<file path="config.mk">
export PLATFORM = sky130hd
export DESIGN_NAME = crate_bridge_top
export DESIGN_NICKNAME = d
export VERILOG_FILES = /design/src/source/crate_bridge_pkg.sv /design/src/source/bridge_timer.sv /design/src/source/id_ctrl_regs.sv /design/src/source/bridge_fsm.sv /design/src/source/crate_bridge_top.sv
export SDC_FILE = /design/constraint.sdc
export NUM_CORES = 1
export LEC_CHECK = 0
export BUFFER_PORTS_ARGS = -buffer_cell sky130_fd_sc_hd__buf_2
export CAP_MARGIN = 20
export CORE_UTILIZATION = 25
export CTS_CLUSTER_SIZE = 25
export DETAILED_ROUTE_END_ITERATION = 6
export PLACE_DENSITY = 0.47
export SYNTH_ARGS = -nofsm -noshare
export SYNTH_HDL_FRONTEND = slang
export SYNTH_SLANG_ARGS = --single-unit
</file>
<file path="constraint.sdc">
create_clock -name ps_clk -period 5.02 [get_ports ps_clk]
set_input_delay 0.251 -clock ps_clk [delete_from_list [all_inputs] [get_ports ps_clk]]
set_output_delay 0.251 -clock ps_clk [all_outputs]
set_load 0.01 [all_outputs]
</file>
<file path="src/source/crate_bridge_pkg.sv">
package crate_bridge_pkg;

    ////////////////////////////////////////
    // Sizes
    ////////////////////////////////////////

    // TURFIO links behind the bridge
    localparam int NUM_LINKS     = 4;
    localparam int LINK_W        = 2;
    // Host register space
    localparam int ADDR_W        = 16;
    localparam int DATA_W        = 32;
    // Set means crate space, clear means local
    localparam int CRATE_SEL_BIT = 15;

    ////////////////////////////////////////
    // Local address map
    ////////////////////////////////////////

    localparam logic [ADDR_W-1:0] ADDR_IDENT       = 16'h0000;
    localparam logic [ADDR_W-1:0] ADDR_DATEVERSION = 16'h0004;
    localparam logic [ADDR_W-1:0] ADDR_BRIDGE_CTRL = 16'h0008;
    localparam logic [ADDR_W-1:0] ADDR_STATUS      = 16'h000C;

    // ASCII "TURF"
    localparam logic [DATA_W-1:0] IDENT_WORD = 32'h54555246;
    // Read data on any error response
    localparam logic [DATA_W-1:0] BAD_DATA   = 32'hBADACCE5;

    ////////////////////////////////////////
    // Bus beats
    ////////////////////////////////////////

    typedef struct packed {
        logic [ADDR_W-1:0] addr;
        logic              write;
        logic [DATA_W-1:0] wdata;
    } host_req_t;

    typedef struct packed {
        logic [DATA_W-1:0] rdata;
        logic              err;
    } host_rsp_t;

    // Crate address drops the select bit
    typedef struct packed {
        logic [LINK_W-1:0]        link;
        logic                     write;
        logic [CRATE_SEL_BIT-1:0] addr;
        logic [DATA_W-1:0]        wdata;
    } link_cmd_t;

    typedef struct packed {
        logic [LINK_W-1:0] link;
        logic [DATA_W-1:0] rdata;
    } link_rsp_t;

    typedef struct packed {
        logic              enable;
        logic [LINK_W-1:0] link;
    } bridge_cfg_t;

endpackage

</file>
<file path="src/source/bridge_timer.sv">
`timescale 1ns/10ps
module bridge_timer #(
    parameter int TIMEOUT_CYCLES = 64
) (
    input  logic ps_clk,
    input  logic rst_n_i,
    input  logic start_i,
    input  logic stop_i,
    output logic expired_o
);

    // Wide enough to hold the limit itself
    localparam int              CNT_W   = $clog2(TIMEOUT_CYCLES + 1);
    localparam logic [CNT_W-1:0] CNT_MAX = CNT_W'(TIMEOUT_CYCLES);

    logic             running;
    logic [CNT_W-1:0] count;

    always_ff @(posedge ps_clk or negedge rst_n_i) begin
        if (!rst_n_i) begin
            running <= 1'b0;
            count   <= '0;
        end else if (stop_i) begin
            running <= 1'b0;
            count   <= '0;
        end else if (start_i) begin
            running <= 1'b1;
            count   <= '0;
        end else if (running && (count != CNT_MAX)) begin
            // Saturates at the limit
            count <= count + 1'b1;
        end
    end

    assign expired_o = running && (count == CNT_MAX);

    // Limit reached means the owner stops the count in the same cycle
    expiry_stop_a : assert property (
        @(posedge ps_clk) disable iff (!rst_n_i) expired_o |-> stop_i
    );

endmodule

</file>
<file path="src/source/id_ctrl_regs.sv">
`timescale 1ns/10ps
module id_ctrl_regs #(
    parameter logic [31:0] DATEVERSION = 32'h0002_0018
) (
    input  logic                                   ps_clk,
    input  logic                                   rst_n_i,
    input  logic                                   strobe_i,
    input  crate_bridge_pkg::host_req_t            req_i,
    output logic [crate_bridge_pkg::DATA_W-1:0]    rdata_o,
    output crate_bridge_pkg::bridge_cfg_t          cfg_o,
    input  logic [crate_bridge_pkg::NUM_LINKS-1:0] link_up_i,
    input  logic                                   timeout_pulse_i,
    input  logic                                   invalid_pulse_i
);

    crate_bridge_pkg::bridge_cfg_t cfg_q;
    // Sticky error flags
    logic timeout_flag;
    logic invalid_flag;

    logic ctrl_wr;
    logic status_wr;

    assign ctrl_wr   = strobe_i && req_i.write &&
                       (req_i.addr == crate_bridge_pkg::ADDR_BRIDGE_CTRL);
    assign status_wr = strobe_i && req_i.write &&
                       (req_i.addr == crate_bridge_pkg::ADDR_STATUS);

    ////////////////////////////////////////
    // Bridge control
    ////////////////////////////////////////

    // Enable in bit 2, link select in 1:0
    always_ff @(posedge ps_clk or negedge rst_n_i) begin
        if (!rst_n_i) begin
            cfg_q <= '0;
        end else if (ctrl_wr) begin
            cfg_q.enable <= req_i.wdata[2];
            cfg_q.link   <= req_i.wdata[1:0];
        end
    end

    assign cfg_o = cfg_q;

    ////////////////////////////////////////
    // Status
    ////////////////////////////////////////

    // New event beats a write-1-to-clear
    always_ff @(posedge ps_clk or negedge rst_n_i) begin
        if (!rst_n_i) begin
            timeout_flag <= 1'b0;
            invalid_flag <= 1'b0;
        end else begin
            if (timeout_pulse_i) begin
                timeout_flag <= 1'b1;
            end else if (status_wr && req_i.wdata[0]) begin
                timeout_flag <= 1'b0;
            end
            if (invalid_pulse_i) begin
                invalid_flag <= 1'b1;
            end else if (status_wr && req_i.wdata[1]) begin
                invalid_flag <= 1'b0;
            end
        end
    end

    ////////////////////////////////////////
    // Read mux
    ////////////////////////////////////////

    always_comb begin
        case (req_i.addr)
            crate_bridge_pkg::ADDR_IDENT:       rdata_o = crate_bridge_pkg::IDENT_WORD;
            crate_bridge_pkg::ADDR_DATEVERSION: rdata_o = DATEVERSION;
            crate_bridge_pkg::ADDR_BRIDGE_CTRL: rdata_o = {29'd0, cfg_q.enable, cfg_q.link};
            // Live link state in 7:4
            crate_bridge_pkg::ADDR_STATUS: begin
                rdata_o = {24'd0, link_up_i, 2'b00, invalid_flag, timeout_flag};
            end
            // Unmapped reads zero
            default:                            rdata_o = '0;
        endcase
    end

endmodule

</file>
<file path="src/source/bridge_fsm.sv">
`timescale 1ns/10ps
module bridge_fsm (
    input  logic                                   ps_clk,
    input  logic                                   rst_n_i,
    input  logic                                   host_req_valid_i,
    input  crate_bridge_pkg::host_req_t            host_req_i,
    output logic                                   host_req_ready_o,
    output logic                                   host_rsp_valid_o,
    output crate_bridge_pkg::host_rsp_t            host_rsp_o,
    input  logic                                   host_rsp_ready_i,
    output logic                                   link_cmd_valid_o,
    output crate_bridge_pkg::link_cmd_t            link_cmd_o,
    input  logic                                   link_cmd_ready_i,
    input  logic                                   link_rsp_valid_i,
    input  crate_bridge_pkg::link_rsp_t            link_rsp_i,
    output logic                                   link_rsp_ready_o,
    input  logic [crate_bridge_pkg::NUM_LINKS-1:0] link_up_i,
    input  crate_bridge_pkg::bridge_cfg_t          cfg_i,
    output logic                                   local_strobe_o,
    output crate_bridge_pkg::host_req_t            local_req_o,
    input  logic [crate_bridge_pkg::DATA_W-1:0]    local_rdata_i,
    output logic                                   tmr_start_o,
    output logic                                   tmr_stop_o,
    input  logic                                   tmr_expired_i,
    output logic                                   timeout_pulse_o,
    output logic                                   invalid_pulse_o
);

    localparam logic [1:0] ST_IDLE     = 2'd0;
    localparam logic [1:0] ST_RESPOND  = 2'd1;
    localparam logic [1:0] ST_SEND_CMD = 2'd2;
    localparam logic [1:0] ST_WAIT_RSP = 2'd3;

    logic [1:0]                  state;
    crate_bridge_pkg::host_rsp_t rsp_q;
    crate_bridge_pkg::link_cmd_t cmd_q;

    logic accept;
    logic is_crate;
    logic link_ok;
    logic rsp_match;

    ////////////////////////////////////////
    // Request decode
    ////////////////////////////////////////

    // Only idle takes a new request
    assign host_req_ready_o = (state == ST_IDLE);
    assign accept           = host_req_valid_i && host_req_ready_o;
    assign is_crate         = host_req_i.addr[crate_bridge_pkg::CRATE_SEL_BIT];
    // Enabled bridge and selected link up
    assign link_ok          = cfg_i.enable && link_up_i[cfg_i.link];

    // Local block sees the raw request
    assign local_strobe_o   = accept && !is_crate;
    assign local_req_o      = host_req_i;
    assign invalid_pulse_o  = accept && is_crate && !link_ok;

    ////////////////////////////////////////
    // Link side
    ////////////////////////////////////////

    // Responses never stall, strays just drop
    assign link_rsp_ready_o = 1'b1;
    assign rsp_match        = link_rsp_valid_i && link_rsp_ready_o &&
                              (link_rsp_i.link == cmd_q.link);

    assign link_cmd_valid_o = (state == ST_SEND_CMD);
    assign link_cmd_o       = cmd_q;
    // Timer runs from command transfer
    assign tmr_start_o      = (state == ST_SEND_CMD) && link_cmd_ready_i;
    assign tmr_stop_o       = (state == ST_WAIT_RSP) && (rsp_match || tmr_expired_i);
    // Matching response wins over expiry
    assign timeout_pulse_o  = (state == ST_WAIT_RSP) && !rsp_match && tmr_expired_i;

    assign host_rsp_valid_o = (state == ST_RESPOND);
    assign host_rsp_o       = rsp_q;

    ////////////////////////////////////////
    // State
    ////////////////////////////////////////

    always_ff @(posedge ps_clk or negedge rst_n_i) begin
        if (!rst_n_i) begin
            state <= ST_IDLE;
        end else begin
            case (state)
                ST_IDLE: begin
                    if (accept) begin
                        state <= (is_crate && link_ok) ? ST_SEND_CMD : ST_RESPOND;
                    end
                end
                ST_SEND_CMD: begin
                    if (link_cmd_ready_i) begin
                        state <= ST_WAIT_RSP;
                    end
                end
                ST_WAIT_RSP: begin
                    if (rsp_match || tmr_expired_i) begin
                        state <= ST_RESPOND;
                    end
                end
                default: begin
                    // Held here under host back-pressure
                    if (host_rsp_ready_i) begin
                        state <= ST_IDLE;
                    end
                end
            endcase
        end
    end

    // Payload, only loaded on state entry
    always_ff @(posedge ps_clk) begin
        if (accept && !is_crate) begin
            rsp_q <= '{rdata: local_rdata_i, err: 1'b0};
        end else if (accept && !link_ok) begin
            rsp_q <= '{rdata: crate_bridge_pkg::BAD_DATA, err: 1'b1};
        end else if (accept) begin
            cmd_q <= '{link:  cfg_i.link,
                       write: host_req_i.write,
                       addr:  host_req_i.addr[crate_bridge_pkg::CRATE_SEL_BIT-1:0],
                       wdata: host_req_i.wdata};
        end else if ((state == ST_WAIT_RSP) && rsp_match) begin
            rsp_q <= '{rdata: link_rsp_i.rdata, err: 1'b0};
        end else if ((state == ST_WAIT_RSP) && tmr_expired_i) begin
            rsp_q <= '{rdata: crate_bridge_pkg::BAD_DATA, err: 1'b1};
        end
    end

    ////////////////////////////////////////
    // Handshake checks
    ////////////////////////////////////////

    // Command beat frozen until taken
    cmd_stable_a : assert property (
        @(posedge ps_clk) disable iff (!rst_n_i)
        link_cmd_valid_o && !link_cmd_ready_i |=> link_cmd_valid_o && $stable(link_cmd_o)
    );

    // Host response frozen until taken
    rsp_stable_a : assert property (
        @(posedge ps_clk) disable iff (!rst_n_i)
        host_rsp_valid_o && !host_rsp_ready_i |=> host_rsp_valid_o && $stable(host_rsp_o)
    );

endmodule

</file>
<file path="src/source/crate_bridge_top.sv">
`timescale 1ns/10ps
module crate_bridge_top #(
    parameter int          TIMEOUT_CYCLES = 64,
    parameter logic [31:0] DATEVERSION    = 32'h0002_0018
) (
    input  logic                                      ps_clk,
    input  logic                                      rst_n_i,
    // Host side
    input  logic                                      host_req_valid_i,
    input  crate_bridge_pkg::host_req_t               host_req_i,
    output logic                                      host_req_ready_o,
    output logic                                      host_rsp_valid_o,
    output crate_bridge_pkg::host_rsp_t               host_rsp_o,
    input  logic                                      host_rsp_ready_i,
    // TURFIO link side
    output logic                                      link_cmd_valid_o,
    output crate_bridge_pkg::link_cmd_t               link_cmd_o,
    input  logic                                      link_cmd_ready_i,
    input  logic                                      link_rsp_valid_i,
    input  crate_bridge_pkg::link_rsp_t               link_rsp_i,
    output logic                                      link_rsp_ready_o,
    input  logic [crate_bridge_pkg::NUM_LINKS-1:0]    link_up_i
);

    ////////////////////////////////////////
    // Internal wiring
    ////////////////////////////////////////

    // Bridge control from register block
    crate_bridge_pkg::bridge_cfg_t       cfg;
    // Local register access
    logic                                local_strobe;
    crate_bridge_pkg::host_req_t         local_req;
    logic [crate_bridge_pkg::DATA_W-1:0] local_rdata;
    // Timeout counter control
    logic                                tmr_start;
    logic                                tmr_stop;
    logic                                tmr_expired;
    // Sticky flag events
    logic                                timeout_pulse;
    logic                                invalid_pulse;

    // Request routing and link handshake
    bridge_fsm u_fsm (
        .ps_clk           (ps_clk),
        .rst_n_i          (rst_n_i),
        .host_req_valid_i (host_req_valid_i),
        .host_req_i       (host_req_i),
        .host_req_ready_o (host_req_ready_o),
        .host_rsp_valid_o (host_rsp_valid_o),
        .host_rsp_o       (host_rsp_o),
        .host_rsp_ready_i (host_rsp_ready_i),
        .link_cmd_valid_o (link_cmd_valid_o),
        .link_cmd_o       (link_cmd_o),
        .link_cmd_ready_i (link_cmd_ready_i),
        .link_rsp_valid_i (link_rsp_valid_i),
        .link_rsp_i       (link_rsp_i),
        .link_rsp_ready_o (link_rsp_ready_o),
        .link_up_i        (link_up_i),
        .cfg_i            (cfg),
        .local_strobe_o   (local_strobe),
        .local_req_o      (local_req),
        .local_rdata_i    (local_rdata),
        .tmr_start_o      (tmr_start),
        .tmr_stop_o       (tmr_stop),
        .tmr_expired_i    (tmr_expired),
        .timeout_pulse_o  (timeout_pulse),
        .invalid_pulse_o  (invalid_pulse)
    );

    // Link response watchdog
    bridge_timer #(.TIMEOUT_CYCLES(TIMEOUT_CYCLES)) u_timer (
        .ps_clk    (ps_clk),
        .rst_n_i   (rst_n_i),
        .start_i   (tmr_start),
        .stop_i    (tmr_stop),
        .expired_o (tmr_expired)
    );

    // ID, version, control and status
    id_ctrl_regs #(.DATEVERSION(DATEVERSION)) u_idctrl (
        .ps_clk          (ps_clk),
        .rst_n_i         (rst_n_i),
        .strobe_i        (local_strobe),
        .req_i           (local_req),
        .rdata_o         (local_rdata),
        .cfg_o           (cfg),
        .link_up_i       (link_up_i),
        .timeout_pulse_i (timeout_pulse),
        .invalid_pulse_i (invalid_pulse)
    );

endmodule

</file>
==> flow_metrics.env <==
export IMPL_layout_commonest_cell="buf_2"
export IMPL_max_freq_mhz=408.8
export IMPL_wl_per_cell_um=15.10
export IMPL_die_area_um2=15920
export IMPL_layout_common_cells="buf_2, edfxtp_1, nor2_1, dfrtp_1"
export IMPL_hold_violations=0
export IMPL_fill_cells=1504
export IMPL_start_util_pct=25.45
export IMPL_vias=2736
export IMPL_worstSetupEndpointType="flip-flop"
export IMPL_coreArea_um2=15150
export IMPL_grt_max_degree=51
export IMPL_slowest_delay_ns=0.58
export IMPL_period_share_pct=48.73
export IMPL_sequentialPowerShare_pct=52.0
export IMPL_path_cells="and3_1, nand3_1, nand3_1, o21a_1, buf_4"
export IMPL_grt_pass1_wl_mm=14.34
export IMPL_synthCells=257
export IMPL_netSwitchingFraction_pct=20.87
export IMPL_diodes=0
export IMPL_rows=45
export IMPL_grt_pass1_vias=2667
export IMPL_final_layout_size_suffix_gt1_share_pct=46.62
export IMPL_post_drt_via_cell_ratio=4.329
export IMPL_drt_iter0_drc=96
export IMPL_p_switching_w=0.0003664
export IMPL_fin_setup_tns_ns=0
export IMPL_io_buffers=178
export IMPL_cp_start_kind="flip-flop"
export IMPL_synth_avg_cell_area_um2=15.00
export IMPL_ir_drop_mv=0.1283
export IMPL_cap_violations=0
export IMPL_placed_cell_area_um2=4965
export IMPL_slew_viol_final=0
export IMPL_synth_main_ff_cell="edfxtp_1"
export IMPL_ys_ff_latch=98
export IMPL_totalWireLength_mm=9.546
export IMPL_synth_edf_count=82
export IMPL_die_h_um=126.2
export IMPL_ys_warnings_count=0
export IMPL_areaGrowthSynthToFinish_pct=37.03
export IMPL_gp_congestion=0.7653
export IMPL_clkSlewWorstSetupHoldPaths_ns=0.07
export IMPL_arrival_ns=2.44
export IMPL_final_cell_area_um2=5283
export IMPL_slew_headroom_pct=42.46
export IMPL_crit_fanout=32
export IMPL_critPathKind="reg -> reg"
export IMPL_synth_area_um2=3855
export IMPL_synth_async_reset_ratio_pct=15.31
export IMPL_cellPowerDensity_nw_per_um2=332.4
export IMPL_ctsHtreeMaxLevel=3
export IMPL_dp_hpwl_mm=7.088
export IMPL_path_common_cell="nand3_1"
export IMPL_antenna_found_initial=0
export IMPL_cts_tree="yes"
export IMPL_hold_class="in -> reg"
export IMPL_clock_latency_ns=0.34
export IMPL_cts_root_buffer="clkbuf_16"
export IMPL_postRouteAntennaNets=0
export IMPL_setup_violations_final=0
export IMPL_p_int_w=0.001389
export IMPL_die_w_um=126.2
export IMPL_worstPathRequired_ns=5.02
export IMPL_cts_buffer_depth=2
export IMPL_pwr_share_comb_pct=6.7
export IMPL_postCtsSetupBuffers=0
export IMPL_synth_seq_area_share_pct=74.13
export IMPL_rsz0062_at_grt="false"
export IMPL_fin_nets=535
export IMPL_grt_use_total_pct=12.16
export IMPL_crit_path_top_delay_cell="nand3_1"
export IMPL_gr_total_overflow=0
export IMPL_status="completed"
export IMPL_cts_buffers_inserted=9
export IMPL_io_pins=180
export IMPL_period_minus_slack_ns=2.446
export IMPL_yosysUniqueCellTypes=49
export IMPL_pwr_share_clk_pct=41.3
export IMPL_route_detailed_drc=0
export IMPL_clock_skew_ns=0.006714
export IMPL_detail_route_first_pass_iterations=4
export IMPL_synth_fp_nets=352
export IMPL_leakagePower_nw=2.204
export IMPL_clock_sinks=98
export IMPL_tightestPinTransition_ns=0.8584
[final cells by class]
type                       instances  area, µm²  area share (%)
multi-input combinational        143      935.9           17.72
clock buffer                       9      225.2           4.263
sequential                        98       2858           54.10
inverter                           6      22.52          0.4263
clock inverter                     6      82.58           1.563
timing repair buffer             182      923.4           17.48
tap                              188      235.2           4.453
[cells in the mapped netlist, types with 4 or more instances]
library cell / count / area share [%]
nand2b_1: 4 / 0.65
inv_1: 6 / 0.58
nand2_1: 5 / 0.49
a21o_1: 7 / 1.4
clkbuf_1: 5 / 0.49
edfxtp_1: 82 / 64
nand4_1: 5 / 0.81
nand3_1: 9 / 1.2
dfrtp_1: 15 / 9.7
xnor2_1: 5 / 1.1
nor2_1: 40 / 3.9
and2_1: 7 / 1.1
o21a_1: 5 / 0.97
a21oi_1: 8 / 1.0
[sequential cells by signal (all words and copies together), names as in the netlist]
register / cells
u_timer.count: 7
u_fsm.host_rsp_o: 33
u_idctrl.cfg_o: 3
u_idctrl.timeout_flag: 1
u_fsm.state: 2
u_idctrl.invalid_flag: 1
u_timer.running: 1
u_fsm.link_cmd_o: 50
[worst paths after layout]
check	start	to	slack (ns)	cells past startpoint
worst max-delay path	u_fsm.state[0]$_DFFE_PN0P_	u_fsm.host_rsp_o[5]$_DFFE_PP_	2.57	5
worst min-delay path	host_req_i[22]	u_fsm.link_cmd_o[22]$_DFFE_PP_	0.08	1
worst max register to register	u_fsm.state[0]$_DFFE_PN0P_	u_fsm.host_rsp_o[5]$_DFFE_PP_	2.57	5
worst min register to register	u_fsm.host_rsp_o[0]$_SDFFE_PP0P_	u_fsm.host_rsp_o[0]$_SDFFE_PP0P_	0.50	2
max in group asynchronous	rst_n_i	u_idctrl.cfg_o[2]$_DFFE_PN0P_	4.39	2
min in group asynchronous	rst_n_i	u_fsm.state[1]$_DFFE_PN0P_	0.36	2
[per-layer routing]
layer | wire (µm) | vias up | global-route usage, % | share of wire (%)
met5 | 0 | - | 0 | 0
met4 | 177 | 0 | 6.166 | 1.9
met3 | 452 | 11 | 3.229 | 4.7
met2 | 4563 | 100 | 19.47 | 48
met1 | 4352 | 1308 | 15.12 | 46
li1 | - | 1317 | - | -
[through the flow]
step           power [W]  utilization (%)  std cells  hold slack [ns]  worst slack (ns)
3_3_place_gp    0.001050            32.78        616           0.1914             2.596
5_1_grt         0.001823            34.88        632          0.06228             2.329
3_5_place_dp    0.001051            32.78        616           0.1973             2.520
2_1_floorplan  0.0009785                -        257         -0.04459             1.521
4_1_cts         0.001783            34.88        632          0.06374             2.516
6_report        0.001756            34.88        632          0.08267             2.574
[timing repair]
| item | CTS | global route |
|---|---|---|
| hold endpoints to repair | 15 | 0 |
| hold buffers | 1 | 0 |
| gates resized for setup | 0 | 0 |
[power groups by stage]
stage                     Clock, W  Sequential, W  Combinational, W
after floorplan                  0       0.000937         0.0000420
after global placement           0       0.000930          0.000119
after detailed placement         0       0.000931          0.000121
after CTS                 0.000748       0.000913          0.000121
after global routing      0.000778       0.000914          0.000131
final                     0.000724       0.000913          0.000118
[critical path: cells and delay by family (launching register included)]
| family | cells | cell delay, ns |
|---|---|---|
| flip-flops | 1 | 0.53 |
| AND/OR/NAND/NOR | 3 | 1.03 |
| buffers and inverters | 1 | 0.36 |
| AO/OA/AOI/OAI | 1 | 0.14 |
[kinds of logic after synthesis]
logic type      synth area share (%)
fa+ha+maj                     0.6490
buf+inv                        1.915
simple gates                   12.33
xor+xnor                       1.818
other cells                  0.09728
compound gates                 6.816
mux                            2.239
flops                          74.13
Power figures use the tool's default switching activity.
